<file path="config.mk">
export PLATFORM = sky130hd
export DESIGN_NAME = upsampler
export DESIGN_NICKNAME = d
export VERILOG_FILES = /design/src/common/dsp_pkg.sv /design/src/source/upsampler.sv
export VERILOG_INCLUDE_DIRS = /design/src /design/src/common
export SDC_FILE = /design/constraint.sdc
export NUM_CORES = 1
export LEC_CHECK = 0
export BUFFER_PORTS_ARGS = -buffer_cell sky130_fd_sc_hd__clkbuf_2
export CORE_AREA = 2 2 39 41
export DETAILED_ROUTE_END_ITERATION = 8
export DIE_AREA = 0 0 41 43
export PLACE_DENSITY = 0.49
export SYNTH_ARGS = -nofsm -noshare
export SYNTH_HDL_FRONTEND = slang
export SYNTH_SLANG_ARGS = --single-unit
</file>
<file path="constraint.sdc">
create_clock -name clk -period 0.8 [get_ports clk]
set_input_delay 0.04 -clock clk [delete_from_list [all_inputs] [get_ports clk]]
set_output_delay 0.04 -clock clk [all_outputs]
set_load 0.01 [all_outputs]
</file>
<file path="src/common/dsp_params.svh">
`ifndef DSP_PARAMS_SVH
`define DSP_PARAMS_SVH

// Datapath widths
`define DSP_SAMPLE_W    4
`define DSP_COEFF_W     8
`define DSP_ACC_W       16
`define DSP_DAC_W       10

// Coefficient address map
`define DSP_ADDR_W      10
`define DSP_NUM_TAPS    16
`define DSP_TAP_ADDR_W  4
`define DSP_I_BASE      128
`define DSP_Q_BASE      256

// Input register, tap register and sum register, then a full tap line
`define DSP_FILL_CYCLES (`DSP_NUM_TAPS + 3)

`endif

</file>
<file path="src/common/dsp_pkg.sv">
`include "dsp_params.svh"

package dsp_pkg;

    // One I/Q pair of baseband samples
    typedef struct packed {
        logic signed [`DSP_SAMPLE_W-1:0] i;
        logic signed [`DSP_SAMPLE_W-1:0] q;
    } iq_sample_t;

    // One I/Q pair of DAC words
    typedef struct packed {
        logic signed [`DSP_DAC_W-1:0] i;
        logic signed [`DSP_DAC_W-1:0] q;
    } iq_dac_t;

    // Output gate phases
    // IDLE waits for the first symbol, FILL waits for the tap line
    typedef enum logic [1:0] {
        GATE_IDLE = 2'd0,
        GATE_FILL = 2'd1,
        GATE_RUN  = 2'd2
    } gate_state_e;

endpackage

</file>
<file path="src/source/upsampler.sv">
`timescale 1ns/1ps
`include "dsp_params.svh"

module upsampler (
    input  logic                clk,
    input  logic                rst_n_sync_wire,
    input  logic [3:0]          sample_rate_i,
    input  logic                new_symbol_i,
    input  dsp_pkg::iq_sample_t symbol_i,
    output dsp_pkg::iq_sample_t sample_o
);
    import dsp_pkg::*;

    iq_sample_t sample_q;
    logic [3:0] phase_q;
    logic [3:0] phase_load;

    // Rates 0 and 1 both mean one sample per symbol
    always_comb begin
        if (sample_rate_i > 4'd1) begin
            phase_load = sample_rate_i - 4'd1;
        end else begin
            phase_load = 4'd0;
        end
    end

    // Symbol on the strobe, zero on every stuffed or idle cycle
    always_ff @(posedge clk or negedge rst_n_sync_wire) begin
        if (!rst_n_sync_wire) begin
            sample_q <= '0;
            phase_q  <= 4'd0;
        end else if (new_symbol_i) begin
            sample_q <= symbol_i;
            phase_q  <= phase_load;
        end else begin
            sample_q <= '0;
            if (phase_q != 4'd0) begin
                phase_q <= phase_q - 4'd1;
            end
        end
    end

    assign sample_o = sample_q;

    // Rate changes mid-symbol would break the stuffing pattern downstream
    a_rate_stable: assert property (
        @(posedge clk) disable iff (!rst_n_sync_wire)
        (phase_q != 4'd0) |-> $stable(sample_rate_i)
    );

endmodule

</file>
Word-level counts from Yosys, hierarchy flattened
Cells that the tools add are included.
{"block": "classes", "muxes": 1}
{"cell": "$mux 8", "count": 1}
{"block": "totals", "ff_bits": 8, "word_cells": 3, "output_inout_bits": 8, "in_bits": 15}

Depth between registers and ports, before layout
{"block": "logic_depth", "ltp_word": 1, "mapped_depth": 1, "ltp_nobuf": 1}

Worst setup path before layout
OpenSTA, ideal clock, no wires.
{"block": "synth_path", "path_type": "flip-flop to output port", "startpoint": "register sample_q, in the netlist sample_o[0]", "endpoint": "output port sample_o[0] (netlist name)", "arrival_time_ns": 0.376, "path_slack_ns": 0.384, "t_required_ns": 0.760, "n_path_buf": 0, "path_stages_with_launch": 1, "path_cell_list": "dfrtp_1"}
{"item": "start, declared", "line": "upsampler.sv:14", "text": "iq_sample_t sample_q;"}
{"item": "start signal, assigned", "line": "upsampler.sv:33", "text": "sample_q <= symbol_i;"}
{"item": "end, declared", "line": "upsampler.sv:10", "text": "output dsp_pkg::iq_sample_t sample_o"}
No word-level cell between the ends.

Final worst setup path
{"block": "layout_path", "startpoint": "register sample_q, in the netlist sample_o[2]", "endpoint": "output port sample_o[2] (netlist name)"}
No word-level cell between the ends.

==> metrics.cfg <==
[critical_path]
critPathKind=flop to output pin
path_buf_inv=1
crit_chain=buf_6
max_stage_delay_ns=0.37
cp_slowest_cell=dfrtp_1
critPathTopFamily=flip-flops
cp.arrival_ns=0.74
crit_fanout=1
worstSetupEndpointType=output pin
crit_required_ns=0.76
cp-start-kind=flop

[global_route]
grt_start_max_net_pins=9
grt_overflow_total=0
grt_antenna_before_repair=0
gr-usage-all-layers=0.07186
grt_pass1_vias=220
grt_pass1_wl_um=807

[sta]
maxSlewViolCount=0
min_period_ns=0.7768
tightest_slew_ns=0.1996
setup_viol=0
setup_tns_ns=0
hold_viol=0
finalCritPeriodShare=0.9710
rsz0062_at_grt=true
fmax_mhz=1287
slew_headroom=0.8669

[synthesis]
synth_seq_area_share=0.8000
syn_area_um2=250.2
ys_seq_elements=8
synth_edf_count=0
async_flop_share=1.000
synth_area_leaders=dfrtp_1, and2_1
synth_top_area_cell=dfrtp_1
synth_top_area_frac=0.8000
syn-num-nets=31
synth_warnings=0
syn_avg_cell_area_um2=15.64
synthFlopType=dfrtp_1
syn_inst=16
synth.distinct_cells=2
synthTopCellsByCount=and2_1, dfrtp_1

[final_layout]
final_cells=57
antenna_cells=0
finalNetCount=58
largest_reg_flops=8
fin_util=0.3101
syn_to_final_growth_pct=71.50
drive_gt1_frac=0.5122
fillers=142

[min_path]
min_path_type=input pin to flop

[route]
post_drt_via_cell_ratio=3.474
ant_nets=0
vias=198
wl_um=512
drtIter0Drc=1
firstDrtPassIters=2
wl_per_cell_um=8.982
drc=0

[die]
core.rowCount=14
die_area_mm2=0.001763
coreArea_mm2=0.001384
die_w_um=41
fp.dieH_um=43
initial_core_util=0.1808
ios=23

[job]
cap_viol_max_count=0

[place]
numPortBuffers=18
place.gp.congestion=0.5328
placed_cells=50

[status]
outcome=complete, no violations

[pwr]
leakage_uw=0.0002337
peakVddDrop_mv=0.6528
p_per_area_mw_per_mm2=1910

[cts]
cts.path.max_buffers=2
cts_tree=done
htreeDepth=1
clock-root-buffer=clkbuf_4
cts.sinks=8
numCtsBuffers=3
clkTransAtPathRegs_ns=0.05

-- stage by stage --
step                area (µm²)  power (µW)  worst slack, ns  hold slack (ns)
finish                   429.2       819.7          0.02320         0.008230
global route             429.2       878.5        -0.003663         0.005129
CTS                      422.9       839.5         0.009106         0.002443
detailed placement       360.3       518.5           0.2846          -0.1031
global placement         360.3       516.4           0.2869          -0.1079
floorplan                250.2       462.8           0.3844          -0.2556
-- path summary, 6_finish.rpt --
| check | start | to | slack [ns] | depth (start not counted) |
|---|---|---|---|---|
| max in group asynchronous | rst_n_sync_wire | sample_o[3] | 0.46 | 2 |
| worst min-delay path | symbol_i[0] | sample_o[0] | 0.008 | 2 |
| worst max-delay path | sample_o[2] | sample_o[2] | 0.02 | 1 |
| min in group asynchronous | rst_n_sync_wire | sample_o[7] | 0.17 | 2 |
-- cell type report --
cell class / instances / area [µm²] / area share
timing repair buffer: 22 / 136.4 / 0.3178
multi-input combinational: 8 / 50.05 / 0.1166
sequential: 8 / 200.2 / 0.4665
tap: 16 / 20.02 / 0.04665
clock buffer: 3 / 22.52 / 0.05248
-- cells by family (layout without fill, tap and decap cells) --
logic type / count (synthesis) / in the layout / share of synthesized area
buffers and inverters: 0 / 25 / 0
AND/OR/NAND/NOR: 8 / 8 / 0.2000
flip-flops: 8 / 8 / 0.8000
-- cell usage in the layout, fill, tap and decap left out --
cell type	count
buf_2	1
clkbuf_4	3
clkbuf_2	16
and2_1	8
buf_6	1
dlygate4sd3_1	4
dfrtp_1	8
-- power breakdown --
group          internal [µW]  switching [µW]
Sequential               426            5.54
Clock                    171             122
Combinational           55.9            39.6
-- timing repair --
action	4_1_cts	5_1_grt
hold endpoints to repair	11	0
setup buffers	0	0
resized for setup	0	3
endpoints found under the setup margin	0	5
hold buffers	4	0
-- metal layers --
layer | share of wire | up-vias | track usage
met1 | 0.37 | 85 | 0.06601
met5 | 0 | - | 0
li1 | - | 99 | -
met2 | 0.47 | 14 | 0.1094
met4 | 0 | 0 | 0.06000
met3 | 0.16 | 0 | 0.03665
(Power assumes the default switching activity.)
