==> config.mk <==
export PLATFORM = sky130hd
export DESIGN_NAME = coeff_bank_decoder
export DESIGN_NICKNAME = d
export VERILOG_FILES = /design/src/common/coeff_pkg.sv /design/src/source/coeff_bank_decoder.sv
export VERILOG_INCLUDE_DIRS = /design/src /design/src/common
export SDC_FILE = /design/constraint.sdc
export NUM_CORES = 1
export LEC_CHECK = 0
export BUFFER_PORTS_ARGS = -buffer_cell sky130_fd_sc_hd__buf_2
export CAP_MARGIN = 0
export CELL_PAD_IN_SITES_DETAIL_PLACEMENT = 1
export CELL_PAD_IN_SITES_GLOBAL_PLACEMENT = 2
export CORE_AREA = 4 4 72 67
export DETAILED_ROUTE_END_ITERATION = 8
export DIE_AREA = 0 0 76 71
export PLACE_DENSITY = 0.89
export SLEW_MARGIN = 20
export SYNTH_ARGS = -nofsm -noshare
export SYNTH_HDL_FRONTEND = slang
export SYNTH_SLANG_ARGS = --single-unit
==> constraint.sdc <==
create_clock -name clk -period 1.2 [get_ports clk]
set_clock_uncertainty 0.05 [all_clocks]
set_input_delay 0.12 -clock clk [delete_from_list [all_inputs] [get_ports clk]]
set_output_delay 0.12 -clock clk [all_outputs]
set_load 0.05 [all_outputs]
==> src/common/dsp_params.svh <==
`ifndef DSP_PARAMS_SVH
`define DSP_PARAMS_SVH

// Datapath widths
`define DSP_SAMPLE_W    4
`define DSP_COEFF_W     8
`define DSP_ACC_W       16
`define DSP_DAC_W       10

// Coefficient address map
`define DSP_ADDR_W      10
`define DSP_NUM_TAPS    16
`define DSP_TAP_ADDR_W  4
`define DSP_I_BASE      128
`define DSP_Q_BASE      256

// Input register, tap register and sum register, then a full tap line
`define DSP_FILL_CYCLES (`DSP_NUM_TAPS + 3)

`endif

==> src/common/coeff_pkg.sv <==
`include "dsp_params.svh"

package coeff_pkg;

    // Access type seen by one coefficient bank
    typedef enum logic [1:0] {
        COEFF_NOP   = 2'd0,
        COEFF_READ  = 2'd1,
        COEFF_WRITE = 2'd2
    } coeff_op_e;

    // Request to a single bank, index is already local to the bank
    typedef struct packed {
        coeff_op_e                   op;
        logic [`DSP_TAP_ADDR_W-1:0]  idx;
        logic [`DSP_COEFF_W-1:0]     wdata;
    } coeff_req_t;

endpackage

==> src/source/coeff_bank_decoder.sv <==
`timescale 1ns/1ps
`include "dsp_params.svh"

module coeff_bank_decoder (
    input  logic                    clk,
    input  logic                    rst_n_sync_wire,
    input  logic                    msg_i,
    input  logic                    coeff_rw_i,
    input  logic [`DSP_ADDR_W-1:0]  coeff_addr_i,
    input  logic [`DSP_COEFF_W-1:0] coeff_data_i,
    output coeff_pkg::coeff_req_t   i_req_o,
    output coeff_pkg::coeff_req_t   q_req_o,
    input  logic [`DSP_COEFF_W-1:0] i_rdata_i,
    input  logic [`DSP_COEFF_W-1:0] q_rdata_i,
    output logic [`DSP_COEFF_W-1:0] coeff_rdata_o
);
    import coeff_pkg::*;

    localparam logic [`DSP_ADDR_W-1:0] I_BASE = `DSP_I_BASE;
    localparam logic [`DSP_ADDR_W-1:0] Q_BASE = `DSP_Q_BASE;
    localparam logic [`DSP_ADDR_W-1:0] TAPS   = `DSP_NUM_TAPS;

    coeff_op_e               op;
    logic                    hit_i;
    logic                    hit_q;
    logic [`DSP_ADDR_W-1:0]  off_i;
    logic [`DSP_ADDR_W-1:0]  off_q;
    logic                    rd_i_q;
    logic                    rd_q_q;

    always_comb begin
        op = COEFF_NOP;
        if (msg_i) begin
            op = coeff_rw_i ? COEFF_WRITE : COEFF_READ;
        end
    end

    // Each bank is offset by its own base
    assign off_i = coeff_addr_i - I_BASE;
    assign off_q = coeff_addr_i - Q_BASE;
    assign hit_i = (coeff_addr_i >= I_BASE) && (coeff_addr_i < I_BASE + TAPS);
    assign hit_q = (coeff_addr_i >= Q_BASE) && (coeff_addr_i < Q_BASE + TAPS);

    assign i_req_o = '{op: hit_i ? op : COEFF_NOP,
                       idx: off_i[`DSP_TAP_ADDR_W-1:0], wdata: coeff_data_i};
    assign q_req_o = '{op: hit_q ? op : COEFF_NOP,
                       idx: off_q[`DSP_TAP_ADDR_W-1:0], wdata: coeff_data_i};

    // Bank select follows the filter read register by one edge
    always_ff @(posedge clk or negedge rst_n_sync_wire) begin
        if (!rst_n_sync_wire) begin
            rd_i_q        <= 1'b0;
            rd_q_q        <= 1'b0;
            coeff_rdata_o <= '0;
        end else begin
            rd_i_q <= hit_i && (op == COEFF_READ);
            rd_q_q <= hit_q && (op == COEFF_READ);
            if (rd_i_q) begin
                coeff_rdata_o <= i_rdata_i;
            end else if (rd_q_q) begin
                coeff_rdata_o <= q_rdata_i;
            end else begin
                coeff_rdata_o <= '0;
            end
        end
    end

    // Overlapping banks would write both filters at once
    a_one_bank: assert property (
        @(posedge clk) disable iff (!rst_n_sync_wire)
        !((i_req_o.op != COEFF_NOP) && (q_req_o.op != COEFF_NOP))
    );

endmodule

# After elaboration in Yosys (flattened, before gate mapping)
# Index checks and enable logic that the tools add are counted.
totals:
  register_bits: 10
  input_bits: 38
  output_inout_bits: 36
  elab_cells: 20
classes:
  n_addsub: 2
  n_lt_le_gt_ge: 4
  eq_ne: 1
  muxes: 6
  n_reduce_logical: 4
op_table:
  columns: ["op", "n"]
  rows:
  - ["two-way mux 8 bit", 2]
  - ["greater-or-equal comparator 10 x 8 -> 1 bit, second input constant", 1]
  - ["greater-or-equal comparator 10 x 9 -> 1 bit, second input constant", 1]
  - ["< comparator 10 x 8 -> 1 bit, second input constant", 1]
  - ["< comparator 10 x 9 -> 1 bit, second input constant", 1]
  - ["two-way mux 2 bit", 4]
  - ["subtractor 4 x 1 -> 4 bit, second input constant", 2]
  - ["logical AND 1 bit", 4]
  - ["equality test 2 x 1 -> 1 bit, second input constant", 1]

# Depth between registers and ports, before layout
# Gate-level depths: netlist of the first run.
logic_depth:
  word_depth: 4
  depth_mapped: 4
  mapped_depth_nobuf: 2

# Least setup slack after synthesis of the first run
# No wires, ideal clock.
synth_timing:
  path_type: "input to output"
  from: "in coeff_rw_i"
  to: "out i_req_o[12] (netlist bit)"
  t_arrival_ns: 1.339
  t_required_ns: 1.030
  slack_ns: -0.309
  stages: 2
  n_path_buf: 0
  path_cell_list: "or4b_4 nor2_1"
synth_rtl:
  columns: ["item", "line", "text"]
  rows:
  - ["from (decl)", "coeff_bank_decoder.sv:8", "input logic coeff_rw_i,"]
  - ["to (decl)", "coeff_bank_decoder.sv:11", "output coeff_pkg::coeff_req_t i_req_o,"]

==> flow_summary_export.csv, run 1 <==
group,metric,value,unit
outcome,run_status,"finished with violations",
outcome,failed_checks,"negative setup slack",
synthesis,yosysSeqAreaShare,42.0,%
timing,period_minus_slack,1.25,ns
global_routing,grt_usage,5.72,%
routing,drc,0,
placement,place_congestion,0.757,
synthesis,synth-compound-area-share,11.1,%
global_routing,antenna_found_initial,0,
final_layout,diodes,0,
timing,drv_slew,0,
final_layout,final-seq-area,250,sq um
hold_path,min_path_type,"in -> reg",
cts,numCtsBuffers,3,
worst_setup_path,path_class,"in -> out",
synthesis,syn_avg_cell_area,10.4,sq um
worst_setup_path,ff2ff_setup_slack,0.12,ns
synthesis,synthSimpleGateAreaFrac,14.9,%
timing,layout_setup_ws,-0.0535,ns
worst_setup_path,crit_path_start_kind,"primary input",
final_layout,final_cell_mix,"buf_2, dfrtp_1, a22o_1",
final_layout,layout_commonest_cell,"buf_2",
routing,drt_iter0_markers,9,
final_layout,fin_nets,114,
floorplanning,rows,22,
global_routing,grt_pass1_vias,519,
floorplanning,dieArea,0.00540,sq mm
synthesis,synth_xor_area_share,0,%
synthesis,synthAdderAreaFrac,0,%
final_layout,layout-drive-gt1-share,68.0,%
flow_run,cap_violations,0,
synthesis,yosys_warnings,0,
pwr,cellPowerDensity,1010,mW/mm^2
cts,htree_levels,1,
worst_setup_path,setup.worst_path.end_class,"primary output",
final_layout,stdcell_count,123,
placement,numPlacedInstances,118,
floorplanning,initial_core_util,14.7,%
pwr,leakagePower,0.000409,uW
timing,tightest_slew,0.455,ns
routing,wire_per_inst,12.1,microns
routing,vias,440,
routing,detail-route-antenna-nets,0,
synthesis,syn-num-nets,95,
cts,tritoncts,"yes",
synthesis,synth-seq-cells,10,
placement,place_hpwl,1270,microns
routing,avgViaCountPerCell,3.58,
routing,finalWirelength,1490,microns
routing,drt_first_pass_iters,2,
timing,min_period_over_period,104,%
cts,cts_root_buf,"clkbuf_8",
synthesis,syn_inst,57,
cts,clkLatencyLatePin,0.23,ns
worst_setup_path,required,1.03,ns
pwr,irDropWorstVdd,0.206,mV
global_routing,grt_max_degree,11,
floorplanning,core-area,0.00405,sq mm
synthesis,synth.mux.area_fraction,0,%
timing,setup-tns-final,-0.186,ns
timing,setup-violations-final,4,
cts,cts_sinks,10,
placement,io_buffers,37,
synthesis,synth.distinct_cells,10,
worst_setup_path,arrival,1.08,ns
timing,fmax,798,MHz
cts,cts_buffer_depth,2,
final_layout,num-fill-cells,459,
floorplanning,die_w,76,microns
global_routing,grt_overflow,0,
final_layout,multi_input_area,189,sq um
timing,hold_viol,0,
synthesis,synth_top_family_by_area,"buffers and inverters",
timing,rsz0062_at_grt,"yes",
worst_setup_path,crit_fanout,3,
cts,clk_pin_slew_worst_paths,0.05,ns
timing,max-slew-margin-rel,69.6,%
floorplanning,fp.dieH,71,microns
synthesis,syn_area,596,sq um
final_layout,syn_to_final_growth,37.6,%
pwr,power,830,uW
global_routing,grt_pass1_wl,2330,microns
placement,place_ws,-0.150,ns
floorplanning,io_pins,74,
-- layer usage --
metal	up-vias	routed length [microns]	part of all wire, %	track usage [%]
met1	200	457	31	5.05
met5	-	0	0	0
li1	204	-	-	-
met3	6	179	12	2.93
met2	30	771	52	9.22
met4	0	77	5.2	5.73
-- cell usage after synthesis --
master,n,share of area [%]
buf_4,24,30
dfrtp_1,10,42
a22o_1,7,10
nor2_1,6,3.8
or4b_4,3,6.9
buf_2,2,1.7
nand2_1,2,1.3
nor2b_1,1,1.1
o21ai_0,1,0.84
or4bb_1,1,1.9
-- metrics by stage --
step	instance area (sq um)	util, %	hold WS, ns
2_1_floorplan	606	-	-0.226
3_3_place_gp	676	16.7	-0.0704
3_5_place_dp	676	16.7	-0.0647
4_1_cts	807	19.9	0.0373
5_1_grt	820	20.3	0.0521
6_report	820	20.3	0.0407
-- kinds of logic after synthesis --
group | after synthesis
AO/OA/AOI/OAI | 8
buffers and inverters | 26
flip-flops | 10
AND/OR/NAND/NOR | 13
-- final timing paths --
kind,start,endpoint,depth (start not counted)
max,coeff_addr_i[4],i_req_o[12],4
min,i_rdata_i[4],coeff_rdata_o[4]$_DFF_PN0_,3
max reg2reg,rd_i_q$_DFF_PN0_,coeff_rdata_o[6]$_DFF_PN0_,2
min reg2reg,rd_q_q$_DFF_PN0_,coeff_rdata_o[4]$_DFF_PN0_,2
max in group asynchronous,rst_n_sync_wire,coeff_rdata_o[1]$_DFF_PN0_,2
min in group asynchronous,rst_n_sync_wire,coeff_rdata_o[4]$_DFF_PN0_,2
-- registers in the layout, summed over array words and instances (netlist names) --
signal         flops
coeff_rdata_o      8
rd_i_q             1
rd_q_q             1
-- final cells by class --
class / instances / area share (%)
repair buffers: 40 / 32.4
flip-flops and latches: 10 / 30.5
multi-input cells: 21 / 23.1
well taps: 48 / 7.33
clock buffers: 4 / 6.72
-- critical path: stages --
cell	delay (ns)
buf_6	0.09
or4b_4	0.57
nor2_4	0.14
buf_8	0.15
-- power by group --
group / total (uW) / switching, uW / internal, uW / leakage [uW]
clock network: 408 / 120 / 287 / 0.0000288
logic: 82.4 / 34.7 / 47.7 / 0.000241
registers: 340 / 0.311 / 339 / 0.000140
-- what timing repair did --
item / CTS / global route
hold endpoints to repair: 10 / 0
resized for setup: 16 / 3
buffers inserted: 0 / 0
pin swaps: 3 / 1
hold buffers: 1 / 0
endpoints found under the setup margin: 4 / 4
No activity file was read; power rests on OpenSTA's default activity.
==> inputs of run 2 (changes only) <==
SKIP_LAST_GASP = 1   (was default)
==> flow_summary_export.csv, run 2 (synthesis results as in run 1) <==
group,metric,value,unit
global_routing,grt_overflow,0,
final_layout,fin_nets,114,
cts,cts_buffer_depth,2,
final_layout,top_regs,"coeff_rdata_o (8), rd_i_q (1), rd_q_q (1)",
floorplanning,initial_core_util,14.7,%
cts,cts_sinks,10,
outcome,failed_checks,"negative setup slack",
worst_setup_path,setup.worst_path.end_class,"primary output",
final_layout,largest_register_ffs,8,
pwr,irDropWorstVdd,0.206,mV
timing,period_minus_slack,1.25,ns
pwr,swShare,18.8,%
timing,fmax,798,MHz
cts,cts_root_buf,"clkbuf_8",
pwr,seqPwrFrac,41.0,%
routing,drt_iter0_markers,9,
final_layout,diodes,0,
placement,place_area,676,sq um
timing,drv_slew,0,
pwr,cellPowerDensity,1020,mW/mm^2
final_layout,final_cell_mix,"buf_2, dfrtp_1, a22o_1, nor2_4, clkbuf_8",
cts,htree_levels,1,
placement,place_congestion,0.757,
timing,hold_viol,0,
timing,tightest_slew,0.455,ns
timing,min_period_over_period,104,%
placement,io_buffers,37,
worst_setup_path,ff2ff_setup_slack,0.12,ns
outcome,run_status,"finished with violations",
cts,numCtsBuffers,3,
final_layout,syn_to_final_growth,36.6,%
pwr,clockPowerShare,49.3,%
timing,whs,0.0407,ns
cts,tritoncts,"yes",
pwr,power_frac_comb,9.7,%
routing,detail-route-antenna-nets,0,
timing,setup-violations-final,4,
placement,place_hpwl,1270,microns
floorplanning,die_w,76,microns
routing,finalWirelength,1460,microns
worst_setup_path,path_class,"in -> out",
global_routing,grt_pass1_wl,2300,microns
cts,clkLatencyLatePin,0.23,ns
floorplanning,io_pins,74,
pwr,leakagePower,0.000407,uW
global_routing,grt_usage,5.64,%
worst_setup_path,worstSetupStartpoint,"coeff_addr_i[4]",
worst_setup_path,required,1.03,ns
flow_run,cap_violations,0,
final_layout,layout-drive-gt1-share,68.0,%
worst_setup_path,crit_path_start_kind,"primary input",
routing,avgViaCountPerCell,3.57,
worst_setup_path,crit_fanout,3,
timing,layout_setup_ws,-0.0538,ns
timing,setup-tns-final,-0.194,ns
hold_path,min_path_type,"in -> reg",
final_layout,max_flop_register,"coeff_rdata_o",
worst_setup_path,reg2reg_from,"rd_i_q$_DFF_PN0_",
timing,rsz0062_at_grt,"yes",
routing,drc,0,
floorplanning,rows,22,
pwr,switchingPower,155,uW
final_layout,stdcell_area,813,sq um
routing,vias,439,
floorplanning,fp.dieH,71,microns
cts,clk_pin_slew_worst_paths,0.05,ns
global_routing,grt_max_degree,11,
worst_setup_path,arrival,1.08,ns
worst_setup_path,cpPeakStageDelay,0.57,ns
routing,wire_per_inst,11.9,microns
pwr,intPower,673,uW
global_routing,grt_pass1_vias,510,
global_routing,antenna_found_initial,0,
floorplanning,dieArea,0.00540,sq mm
routing,drt_first_pass_iters,2,
worst_setup_path,crit_slowest_cell,"or4b_4",
timing,max-slew-margin-rel,69.6,%
worst_setup_path,path_cells,"buf_6 > or4b_4 > nor2_4 > buf_8",
floorplanning,core-area,0.00405,sq mm
hold_path,holdCritStartpoint,"i_rdata_i[4]",
final_layout,layout_commonest_cell,"buf_2",
==> run 2: cell counts in the layout (fill, tap and decap cells not counted) <==
Identical to the previous run, type by type.
==> run 2: final cells by class <==
| class | count | area (sq um) |
|---|---|---|
| timing repair buffer | 40 | 259 |
| sequential | 10 | 250 |
| multi-input combinational | 21 | 189 |
| fill | 460 | 3230 |
| tap | 48 | 60.1 |
| clock buffer | 4 | 55.1 |
==> run 2: repair_timing <==
action | CTS | global route
hold buffers | 1 | 0
resized for setup | 15 | 3
setup endpoints to repair | 4 | 4
pin swaps | 3 | 0
buffers inserted | 0 | 0
endpoints found under the hold margin | 10 | 0
==> run 2: routing by layer <==
layer,up-vias,global-route usage (%),part of all wire (%),routed length (microns)
li1,204,-,-,-
met1,199,5.13,32,465
met2,30,8.84,51,745
met3,6,2.93,12,175
met4,0,5.73,5.3,77
met5,-,0,0,0
==> run 2: worst paths after layout <==
path                                                   end  depth (start not counted)
worst max-delay path                           i_req_o[12]                          4
worst min-delay path            coeff_rdata_o[4]$_DFF_PN0_                          3
worst max register to register  coeff_rdata_o[6]$_DFF_PN0_                          2
worst min register to register  coeff_rdata_o[4]$_DFF_PN0_                          2
max in group asynchronous       coeff_rdata_o[1]$_DFF_PN0_                          2
min in group asynchronous       coeff_rdata_o[4]$_DFF_PN0_                          2
==> run 2: power groups by stage <==
stage                     Combinational (uW)  Clock [uW]  Sequential [uW]
after floorplan                          229           0              348
after global placement                  67.2           0              345
after global routing                    89.2         438              339
after detailed placement                70.1           0              345
after CTS                               80.7         423              340
final                                   80.3         408              340
==> run 2: critical path: cells and delay by family <==
kind | cells | cell delay (ns)
buffers and inverters | 2 | 0.24
AND/OR/NAND/NOR | 2 | 0.71
==> run 2: metrics by stage <==
| step | worst slack [ns] | cells | utilization [%] | power [uW] |
|---|---|---|---|---|
| 3_3_place_gp | -0.121 | 118 | 16.7 | 412 |
| 6_report | -0.0538 | 123 | 20.1 | 828 |
| 4_1_cts | -0.0607 | 123 | 19.8 | 843 |
| 3_5_place_dp | -0.150 | 118 | 16.7 | 415 |
| 2_1_floorplan | -0.0988 | 57 | - | 577 |
| 5_1_grt | -0.0786 | 123 | 20.1 | 866 |
