**src/common/dsp_params.svh**
```systemverilog
`ifndef DSP_PARAMS_SVH
`define DSP_PARAMS_SVH

// Datapath widths
`define DSP_SAMPLE_W    4
`define DSP_COEFF_W     8
`define DSP_ACC_W       16
`define DSP_DAC_W       10

// Coefficient address map
`define DSP_ADDR_W      10
`define DSP_NUM_TAPS    16
`define DSP_TAP_ADDR_W  4
`define DSP_I_BASE      128
`define DSP_Q_BASE      256

// Input register, tap register and sum register, then a full tap line
`define DSP_FILL_CYCLES (`DSP_NUM_TAPS + 3)

`endif

```
**src/common/dsp_pkg.sv**
```systemverilog
`include "dsp_params.svh"

package dsp_pkg;

    // One I/Q pair of baseband samples
    typedef struct packed {
        logic signed [`DSP_SAMPLE_W-1:0] i;
        logic signed [`DSP_SAMPLE_W-1:0] q;
    } iq_sample_t;

    // One I/Q pair of DAC words
    typedef struct packed {
        logic signed [`DSP_DAC_W-1:0] i;
        logic signed [`DSP_DAC_W-1:0] q;
    } iq_dac_t;

    // Output gate phases
    // IDLE waits for the first symbol, FILL waits for the tap line
    typedef enum logic [1:0] {
        GATE_IDLE = 2'd0,
        GATE_FILL = 2'd1,
        GATE_RUN  = 2'd2
    } gate_state_e;

endpackage

```
**src/source/output_gate.sv**
```systemverilog
`timescale 1ns/1ps
`include "dsp_params.svh"

module output_gate (
    input  logic                         clk,
    input  logic                         rst_n_sync_wire,
    input  logic                         new_symbol_i,
    input  logic signed [`DSP_ACC_W-1:0] fir_i_i,
    input  logic signed [`DSP_ACC_W-1:0] fir_q_i,
    output dsp_pkg::iq_dac_t             dac_o,
    output logic                         dac_valid_o
);
    import dsp_pkg::*;

    localparam int CNT_W = $clog2(`DSP_FILL_CYCLES + 1);
    localparam logic [CNT_W-1:0] FILL_LAST = CNT_W'(`DSP_FILL_CYCLES);

    gate_state_e      state_q;
    logic [CNT_W-1:0] fill_cnt_q;

    // Counts edges since the first symbol, one per cycle while filling
    always_ff @(posedge clk or negedge rst_n_sync_wire) begin
        if (!rst_n_sync_wire) begin
            state_q    <= GATE_IDLE;
            fill_cnt_q <= '0;
        end else begin
            case (state_q)
                GATE_IDLE: begin
                    if (new_symbol_i) begin
                        state_q    <= GATE_FILL;
                        fill_cnt_q <= CNT_W'(1);
                    end
                end
                GATE_FILL: begin
                    if (fill_cnt_q == FILL_LAST) begin
                        state_q <= GATE_RUN;
                    end else begin
                        fill_cnt_q <= fill_cnt_q + CNT_W'(1);
                    end
                end
                GATE_RUN: begin
                    state_q <= GATE_RUN;
                end
                default: begin
                    state_q <= GATE_IDLE;
                end
            endcase
        end
    end

    assign dac_valid_o = (state_q == GATE_RUN);

    // Keep the top bits, which floors toward minus infinity
    assign dac_o.i = dac_valid_o ? fir_i_i[`DSP_ACC_W-1 -: `DSP_DAC_W] : '0;
    assign dac_o.q = dac_valid_o ? fir_q_i[`DSP_ACC_W-1 -: `DSP_DAC_W] : '0;

    // Once running, only a reset takes the output down
    a_valid_sticky: assert property (
        @(posedge clk) disable iff (!rst_n_sync_wire)
        dac_valid_o |=> dac_valid_o
    );

endmodule

```
**config.mk**
```make
export PLATFORM = sky130hd
export DESIGN_NAME = output_gate
export DESIGN_NICKNAME = d
export VERILOG_FILES = /design/src/common/dsp_pkg.sv /design/src/source/output_gate.sv
export VERILOG_INCLUDE_DIRS = /design/src /design/src/common
export SDC_FILE = /design/constraint.sdc
export NUM_CORES = 1
export LEC_CHECK = 0
export BUFFER_PORTS_ARGS = -buffer_cell sky130_fd_sc_hd__buf_4
export CORE_MARGIN = 2
export CORE_UTILIZATION = 40
export DETAILED_ROUTE_END_ITERATION = 12
export PLACE_DENSITY = 0.91
export SETUP_SLACK_MARGIN = 0.3
export SYNTH_ARGS = -nofsm -noshare
export SYNTH_HDL_FRONTEND = slang
export SYNTH_SLANG_ARGS = --single-unit
```
**constraint.sdc**
```tcl
create_clock -name clk -period 3.74 [get_ports clk]
set_clock_uncertainty 0.2 [all_clocks]
set_input_delay 0.748 -clock clk [delete_from_list [all_inputs] [get_ports clk]]
set_output_delay 0.748 -clock clk [all_outputs]
set_load 0.005 [all_outputs]
```
### After elaboration in Yosys (flattened, before gate mapping)

Cells that the tools add are included.

* multiply operators: 0
* multiplexer cells: 8
* $add $sub $neg: 1
* shift-type cells: 0
* divide/modulo/power cells: 0
* reductions and logical operators: 4
* bitwise operators: 0
* equality and inequality tests: 6
* order comparisons: 0

Operator list (count)
* $mux W10: 2
* $mux W5: 2
* $pmux W5 S2: 1
* $ne A2 B2 Y1 const B: 3
* $pmux W2 S3: 1
* $add A5 B1 Y5 const B: 1
* $eq A5 B5 Y1 const B: 1
* $mux W2: 2
* $reduce_and A3 Y1: 1
* $eq A2 B1 Y1 const B: 1
* $eq A2 B2 Y1 const B: 1
* $logic_not A2 Y1: 1
* $reduce_and A2 Y1: 1
* $reduce_bool A2 Y1: 1

* bits in read-only memories: 0
* bits in writable memories: 0
* output and inout bits: 21
* memories: 0
* flip-flop bits (word level): 7
* word-level logic and storage cells: 21
* bits in latches: 0

### Depth between registers and ports, before layout

Gate-level depths: netlist (run 1).

* depth in word-level cells: 3
* gate-level depth with buffers: 6
* gate-level depth less buffers: 5

### Worst setup path after synthesis (run 1)

Ideal clock, no wire load.

* path kind: reg2out
* start point: register state_q[0]
* end point: output dac_o[0] (netlist name)
* stages on the path, launching flop included: 5
* data arrival time: 1.009 ns
* required time: 2.792 ns
* slack: 1.783 ns
* cells stage by stage: dfrtp_1 inv_1 ha_1 clkbuf_1 and2_1

RTL lines
* start: declaration: line output_gate.sv:18 `gate_state_e state_q;`
* start signal: assignment: line output_gate.sv:24 `state_q <= GATE_IDLE;`
* start signal: assignment: line output_gate.sv:30 `state_q <= GATE_FILL;`
* start signal: assignment: line output_gate.sv:36 `state_q <= GATE_RUN;`
* end: declaration: line output_gate.sv:10 `output dsp_pkg::iq_dac_t dac_o,`

==> metrics.txt, run 1 <==
post-cts sizing count=0; critical path data required time=2790 ps; input/output buffers=43; total die area=0.00195 mm²; Hold Vio Cnt, Final=0; routed wire length=1.69 mm; final period utilization=0.658; minimum clock period=2460 ps; # Post-CTS Setup Buffers=0; Sw Share=0.383; Synth area leader=dfrtp_1; register area share after synthesis=0.271; clk buf depth=2; Final nets=156; Sw Pwr=0.236 mW; Vias per Instance=5.05; Die X=44.2 µm; Clock Power Share=0.111; Net Count, Synth=111; Area Overhead vs Synth=55.0%; clk_lat worst skew=250 ps; Core Box Area=0.00151 mm²; Reg-to-Reg Start=fill_cnt_q[0]; initial antenna violation count=0; CTS tree=built; max-cap violation count=0; starting DRC count in detailed routing=5; H-tree depth=1; R2R cell count=4; Hold-fix buffers, CTS=0; unrepaired setup endpoints after global routing=false; share of the synthesized area in the top cell type=0.271; CP Data Arrival Time=1510 ps; number of synthesized register bits=7; Max Slew Vio Count=0; Rel. slew slack=0.693; status=finished clean; cts bufs inserted=3; Synth area leaders=dfrtp_1, and2_1, ha_1; setup TNS=0 ps; GRT Total Usage=0.187; crit end category=output pin; HP Class=input pin to async pin; final core occ=0.664; Cell Area, Synth=646 µm²; vias in the first global route=623; leak pwr=0.503 nW; post-route antenna net violation count=0; total gr overflow=0; post-synth cell types=26; Final setup viols=0; Post-DP HPWL=1.42 mm; CTS Sinks=7; remaining routing DRC violations=0; Syn Area/Cell=9.09 µm²; sequential share of power=0.221; Mapped Cells=71; largest net degree at the start of global routing=22; Worst VDD drop=0.344 mV; row count=14; Comb pwr share=0.669; reg2reg end=state_q[1]; CTS clock-pin slew for the worst setup and hold paths=60 ps; layout cell share with drive strength beyond 1=0.478; first-pass GRT wire length=2.77 mm; PwrDens=615 mW/mm²; Tightest Pin Transition=460 ps; via count=662; Inst Count DP=127; EDFF count, synth=0; critical setup path kind=register to output pin; Max Clock Freq=407 MHz; Warnings, synthesis=0; P_int=0.380 mW; worst-path maximum fanout=21; CTS Root Cell=clkbuf_4; dominant synthesized flop cell=dfrtp_1; Ant. Diodes=0; Starting Density=0.429; I/O pin count=56; FF-to-FF setup slack=1950 ps; wire per inst=12.9 µm; Non-Filler Instances=131; Post-synth ARST share=1.00; crit start category=register; Worst setup startpoint=state_q[0]; Final Wtd Congestion=0.746; DRT Pass-1 Iters=4; Die Ht=44.2 µm
worst max path at each step:
stage,to,slack (ps),cells after the start
after floorplan,dac_o[0],1780,4
after global placement,dac_o[8],1590,4
after detailed placement,dac_o[15],1530,4
after CTS,dac_o[5],1260,4
after global routing,dac_o[5],1120,4
final,dac_o[5],1280,4
placed cells by master (no fill, tap or decap):
cell type and n:
nand4bb_4 1, o21ai_0 2, buf_4 43, or3_1 1, dfrtp_1 7, nor2b_1 1
nor3b_1 1, clkinv_2 1, and2_1 20, ha_1 5, o311a_2 1, nand2_1 7
clkbuf_4 3, mux2_4 2, inv_1 3, a31o_2 1, nor2b_2 1, nor2_1 2
nand2b_1 2, mux2i_1 1, o211ai_2 1, o31ai_1 2, a21oi_4 1, a2bb2oi_1 1
a311o_1 1, nand4_1 1, nand3_1 3
registers in the layout, summed over array words and instances, names as in the netlist:
name and cells:
fill_cnt_q 5, state_q 2
final cells by class:
| cell class | count | area, µm² |
|---|---|---|
| Sequential cell | 7 | 175 |
| Tap cell | 16 | 20.0 |
| Clock inverter | 1 | 5.00 |
| Timing Repair Buffer | 43 | 323 |
| Inverter | 3 | 11.3 |
| Clock buffer | 3 | 22.5 |
| Fill cell | 128 | 505 |
| Multi-Input combinational cell | 58 | 444 |
synth_stat cells (2+ instances only):
cell / count
and2_1: 20
dfrtp_1: 7
nand2_1: 7
nand3_1: 3
mux2_4: 2
o21ai_0: 2
nand2b_1: 2
clkbuf_1: 2
nor2_1: 2
ha_1: 5
inv_1: 3
o31ai_1: 2
power groups by stage:
stage | Combinational, mW | Sequential (mW) | Clock, mW
2_1_floorplan | 0.262 | 0.130 | 0
3_3_place_gp | 0.403 | 0.134 | 0
3_5_place_dp | 0.418 | 0.138 | 0
4_1_cts | 0.420 | 0.136 | 0.0715
5_1_grt | 0.464 | 0.141 | 0.0739
6_report | 0.412 | 0.136 | 0.0681
layer usage:
metal / part of all wire / vias to the layer above / global-route usage / routed length (µm)
li1: - / 332 / - / -
met1: 0.35 / 295 / 0.211 / 595
met2: 0.50 / 35 / 0.335 / 848
met3: 0.14 / 0 / 0.0571 / 243
met4: 0 / 0 / 0.0545 / 0
met5: 0 / - / 0 / 0
logic make-up (layout without fill, tap and decap cells):
group / count (synthesis) / count (layout) / synth area share
adder cells (fa/ha/maj): 5 / 5 / 0.0969
flip-flops: 7 / 7 / 0.271
AO/OA/AOI/OAI: 10 / 10 / 0.143
multiplexers: 3 / 3 / 0.0620
AND/OR/NAND/NOR: 40 / 40 / 0.386
buffers and inverters: 6 / 50 / 0.0407
metrics by stage:
step	setup WS (ps)	total power, mW	hold WS (ps)	instance area, µm²
global route	1120	0.679	96.9	1000
detailed placement	1530	0.556	333	973
global placement	1590	0.537	327	973
CTS	1260	0.627	92.7	1000
finish	1280	0.616	100	1000
floorplan	1780	0.391	252	646
critical path: stages, from the launching register on:
cell and delay (ps):
dfrtp_1 400, inv_1 110, ha_1 450, and2_1 200
buf_4 110
Note: power is estimated with default switching activity, not from simulation.
==> run 2: changes to the inputs <==
Settings changed: CORE_UTILIZATION 40 to 37, PLACE_DENSITY 0.91 to 0.86.
Clock period 3.74 ns to 2.4 ns, I/O delays scaled along.
==> run 2 against run 1 <==
Against the previous run: die area increased by 7.4%; wire length down 3.1%; sequential share of layout area decreased by 0.39 points; clock-buffer cell count increased by 1; combinational power rose by 60%; final area rose by 2.2%; via count up 1.4%; non-clock buffer count grew 1; critical path type unchanged; critical endpoint is now dac_o[16]; highest routed layer is now met4.
==> metrics.txt, run 2 (synthesis gave the netlist of run 1 again) <==
total die area=0.00209 mm² (was 0.00195 mm²); Final Wtd Congestion=0.740 (was 0.746); Vias per Instance=5.05 (about the same); Worst Hold Depth=1; status=finished clean (unchanged); Starting Density=0.382 (was 0.429); setup TNS=0 ps (unchanged); clk buf depth=2 (unchanged); Largest register FFs=5 (unchanged); min-delay src=state_q[0]; CTS Root Cell=clkbuf_4 (unchanged); HP Class=register to register (was input pin to async pin); FF-to-FF setup slack=600 ps (was 1950 ps); Comb pwr share=0.668 (was 0.669); final core occ=0.606 (was 0.664); sequential share of power=0.221 (about the same); input/output buffers=43 (unchanged); Top Registers=fill_cnt_q (5), state_q (2) (unchanged); Ant. Diodes=0 (unchanged); Max Used Layer=met4 (was met3); CTS tree=built (unchanged); CP max stage cell=dfrtp_1 (was ha_1); crit start category=register (unchanged); CP Data Arrival Time=1300 ps (was 1510 ps); remaining routing DRC violations=0 (unchanged); critical setup path kind=register to output pin (unchanged); Hold Vio Cnt, Final=0 (unchanged); critical path data required time=1720 ps (was 2790 ps); I/O pin count=56 (unchanged); Die X=45.8 µm (was 44.2 µm); row count=15 (was 14); starting DRC count in detailed routing=8 (was 5); Sw Share=0.379 (was 0.383); routed wire length=1.64 mm (was 1.69 mm); commonest non-fill, non-tap cell in the layout=buf_4 (unchanged); total gr overflow=0 (unchanged); Post-DP HPWL=1.36 mm (was 1.42 mm); CP peak stage delay=390 ps (was 450 ps); Reg-to-Reg Start=state_q[1] (was fill_cnt_q[0]); unrepaired setup endpoints after global routing=false (unchanged); first-pass GRT wire length=2.32 mm (was 2.77 mm); largest net degree at the start of global routing=22 (unchanged); GRT Total Usage=0.158 (was 0.187); area occupied by multi-input gates=457 µm² (was 444 µm²); reg2reg end=fill_cnt_q[2] (was state_q[1]); routed length on met1=592 µm (was 595 µm); Tightest Pin Transition=426 ps (was 460 ps); DRT Pass-1 Iters=4 (unchanged); met3 routed WL=235 µm (was 243 µm); Die Ht=45.8 µm (was 44.2 µm); CTS clock-pin slew for the worst setup and hold paths=50 ps (was 60 ps); R2R cell count=5 (was 4); minimum clock period=1980 ps; crit end category=output pin (unchanged); via count=671 (was 662); Rel. slew slack=0.716 (was 0.693); Clock Power Share=0.111 (about the same); final period utilization=0.825; Core Box Area=0.00169 mm² (was 0.00151 mm²); Area Overhead vs Synth=58.5% (was 55.0%); cts bufs inserted=3 (unchanged); Max Slew Vio Count=0 (unchanged); max-cap violation count=0 (unchanged); worst-path maximum fanout=21 (unchanged); WHS Endpoint=state_q[0]; PwrDens=963 mW/mm² (was 615 mW/mm²); CTS Sinks=7 (unchanged); Cell Area, Placed=975 µm² (was 973 µm²); # Post-CTS Setup Buffers=0 (unchanged); Max Clock Freq=505 MHz; leak pwr=0.505 nW (was 0.503 nW); vias in the first global route=546 (was 623); # fillers=145 (was 128); Final setup viols=0 (unchanged); Sw Pwr=0.373 mW (was 0.236 mW); commonest non-fill, non-tap cells in the layout=buf_4, and2_1, nand2_1, dfrtp_1, ha_1 (unchanged); initial antenna violation count=0 (unchanged); H-tree depth=1 (unchanged); Finished Cell Area=0.00102 mm² (was 0.00100 mm²); Sequential cell area=175 µm² (unchanged); crit-path cells=inv_1 -> ha_4 -> and2_1 -> buf_4 (was inv_1 -> ha_1 -> and2_1 -> buf_4); layout cell share with drive strength beyond 1=0.474 (was 0.478); Top reg by flops=fill_cnt_q (unchanged); Final nets=157 (was 156); wire per inst=12.3 µm (was 12.9 µm); clk_lat worst skew=250 ps (about the same); post-route antenna net violation count=0 (unchanged); Worst VDD drop=0.596 mV (was 0.344 mV); P_int=0.613 mW (was 0.380 mW); WL met2=781 µm (was 848 µm)
==> run 2: repair_timing <==
item / in CTS / in global routing
gates resized for setup: 1 / 1
hold buffers: 1 / 0
setup endpoints to repair: 21 / 20
pin swaps: 0 / 0
endpoints found under the hold margin: 7 / 0
==> run 2: routing by layer <==
layer  track usage  vias to the layer above
li1              -                      330
met1         0.167                      298
met2         0.279                       39
met3        0.0437                        4
met4        0.0857                        0
met5             0                        -
==> run 2: final cells by class <==
cell class,count,area share
Inverter,3,0.0110
Clock buffer,4,0.0257
Tap cell,17,0.0208
Timing Repair Buffer,44,0.325
Multi-Input combinational cell,58,0.446
Sequential cell,7,0.171
==> run 2: metrics by stage <==
| step | setup slack [ps] | cells | hold WS [ps] | total power [mW] |
|---|---|---|---|---|
| 2_1_floorplan | 711 | 71 | -15.6 | 0.610 |
| 3_3_place_gp | 492 | 128 | 97.5 | 0.829 |
| 3_5_place_dp | 436 | 128 | 101 | 0.863 |
| 4_1_cts | 309 | 133 | 351 | 0.980 |
| 5_1_grt | 334 | 133 | 382 | 1.08 |
| 6_report | 421 | 133 | 355 | 0.986 |
==> run 2: worst max-delay path, delay by kind of cell (launching register included) <==
kind                       cells  cell delay (ps)
and+or+nand+nor                1              150
adders and majority gates      1              240
DFF                            1              390
buffers and inverters          2              260
==> run 2: worst max-delay path by stage <==
stage | start | end | slack (ps)
global placement | state_q[0] | dac_o[14] | 490
CTS | state_q[0] | dac_o[14] | 310
global route | state_q[0] | dac_o[14] | 330
finish | state_q[0] | dac_o[16] | 420
floorplan | state_q[0] | dac_o[0] | 710
detailed placement | state_q[0] | dac_o[16] | 440
==> run 2: power by group through the flow <==
stage	sequential [mW]	clock, mW	combinational [mW]
final	0.218	0.109	0.659
after detailed placement	0.216	0	0.647
after global placement	0.210	0	0.619
after CTS	0.213	0.112	0.655
after global routing	0.226	0.117	0.733
after floorplan	0.202	0	0.408
==> run 3: changes to the inputs <==
Settings changed: CORE_UTILIZATION 37 to 33, PLACE_DENSITY 0.86 to 0.81.
Clock period 2.4 ns to 1.65 ns, I/O delays scaled along.
==> run 3 against run 2 <==
Against the previous run: the run now ends with setup timing left; non-clock buffer count rose by 16; final area rose by 28%; combinational power rose by 150%; hold slack got worse by 120 ps; sequential share of layout area fell by 3.7 points; critical endpoint is now dac_o[14]; largest power group unchanged.
==> metrics.txt, run 3 (synthesis gave the netlist of run 1 again) <==
Final setup viols=27 (was 0); first-pass GRT wire length=2.97 mm (was 2.32 mm); starting DRC count in detailed routing=4 (was 8); post-route antenna net violation count=0 (unchanged); Max Clock Freq=564 MHz; Final nets=173 (was 157); Setup WS post-layout=-124 ps (was 421 ps); critical path data required time=1120 ps (was 1720 ps); crit start category=register (unchanged); critical setup path kind=register to output pin (unchanged); initial antenna violation count=0 (unchanged); row count=15 (unchanged); Top reg by flops=fill_cnt_q (unchanged); H-tree depth=1 (unchanged); routed wire length=2.00 mm (was 1.64 mm); status=finished, violations left (was finished clean); Cell Area, Placed=0.00107 mm² (was 975 µm²); final period utilization=1.08; CP peak stage delay=370 ps (was 390 ps); max-cap violation count=0 (unchanged); Post-DP HPWL=1.44 mm (was 1.36 mm); Ant. Diodes=0 (unchanged); PwrDens=1580 mW/mm² (was 963 mW/mm²); remaining routing DRC violations=0 (unchanged); commonest non-fill, non-tap cell in the layout=buf_4 (unchanged); leak pwr=0.617 nW (was 0.505 nW); Max Slew Vio Count=0 (unchanged); wire per inst=12.8 µm (was 12.3 µm); clk buf depth=2 (unchanged); Crit path max-delay family=flip-flops (unchanged); worst path buffer plus inverter count=3 (was 2); Tightest Pin Transition=224 ps (was 426 ps); GRT Total Usage=0.182 (was 0.158); failing checks=setup timing; CTS clock-pin slew for the worst setup and hold paths=50 ps (about the same); CTS Sinks=7 (unchanged); minimum clock period=1770 ps; Worst setup startpoint=state_q[0] (unchanged); Vias per Instance=4.49 (was 5.05); Die Ht=48.2 µm (was 45.8 µm); DRT Pass-1 Iters=3 (was 4); commonest non-fill, non-tap cells in the layout=buf_4, and2_1, buf_6 (was buf_4, and2_1, nand2_1, dfrtp_1, ha_1); HP Class=input pin to async pin (was register to register); crit-path cells=inv_2 -> ha_4 -> buf_6 -> and2_1 -> buf_4 (was inv_1 -> ha_4 -> and2_1 -> buf_4); cts bufs inserted=3 (unchanged); Hold Vio Cnt, Final=0 (unchanged); Worst VDD drop=1.23 mV (was 0.596 mV); largest net degree at the start of global routing=12 (was 22); Reg-to-Reg Start=state_q[0] (was state_q[1]); Top Registers=fill_cnt_q (5), state_q (2) (unchanged); CP Data Arrival Time=1240 ps (was 1300 ps); FF-to-FF setup slack=-110 ps (was 600 ps); CTS Root Cell=clkbuf_4 (unchanged); reg2reg end=fill_cnt_q[2] (unchanged); Final Wtd Congestion=0.724 (was 0.740); Largest register FFs=5 (unchanged); Finished Cell Area=0.00131 mm² (was 0.00102 mm²); Area Overhead vs Synth=103% (was 58.5%); CTS tree=built (unchanged); total gr overflow=0 (unchanged); final core occ=0.736 (was 0.606); clk_lat worst skew=240 ps (was 250 ps); Starting Density=0.362 (was 0.382); vias in the first global route=680 (was 546); Inst Count DP=141 (was 128); worst-path maximum fanout=10 (was 21); total die area=0.00233 mm² (was 0.00209 mm²); via count=705 (was 671); CP max stage cell=dfrtp_1 (unchanged); Rel. slew slack=0.847 (was 0.716); R2R cell count=8 (was 5); crit end category=output pin (unchanged); layout cell share with drive strength beyond 1=0.697 (was 0.474); Non-Filler Instances=157 (was 133); Final Power=2.07 mW (was 0.986 mW); input/output buffers=43 (unchanged); Die X=48.2 µm (was 45.8 µm); Core Box Area=0.00178 mm² (was 0.00169 mm²); unrepaired setup endpoints after global routing=true (was false); I/O pin count=56 (unchanged)
run 3: per-layer routing:
layer	up-vias	global-route usage	wire length, µm
li1	368	-	-
met1	322	0.203	833
met2	13	0.347	1120
met3	2	0.0185	41
met4	0	0.0703	12
met5	-	0	0
run 3: power by group:
part / leakage [nW] / switching (mW) / internal [mW]
sequential: 0.0877 / 0.0634 / 0.241
clock: 0.0150 / 0.0541 / 0.0917
combinational: 0.515 / 0.629 / 0.994
total: 0.617 / 0.747 / 1.33
run 3: area by class of cell:
cell class | count | area [µm²]
multi-input cells | 58 | 562
repair buffers | 60 | 503
fillers | 115 | 470
flip-flops and latches | 7 | 176
well taps | 25 | 31.3
clock buffers | 4 | 26.3
inverters | 3 | 13.8
run 3: how the worst max path moves through the flow:
stage	endpoint	slack [ps]	cells after the start
2_1_floorplan	state_q[0]	120	4
3_3_place_gp	dac_o[10]	60	4
3_5_place_dp	dac_o[11]	20	4
4_1_cts	dac_o[18]	-90	4
5_1_grt	dac_o[14]	-180	5
6_report	dac_o[14]	-120	5
run 3: timing repair:
action / 4_1_cts / 5_1_grt
resized for setup: 24 / 7
endpoints found under the hold margin: 7 / 0
hold buffers: 1 / 0
endpoints found under the setup margin: 28 / 28
setup buffers: 8 / 3
pin swaps: 4 / 5
run 3: stage by stage:
stage | hold slack, ps | setup TNS, ps | worst slack [ps]
floorplan | -166 | 0 | 119
global placement | -59.4 | 0 | 61.6
detailed placement | -57.3 | 0 | 16.8
CTS | 223 | -1780 | -93.0
global route | 227 | -4050 | -182
finish | 234 | -2770 | -124
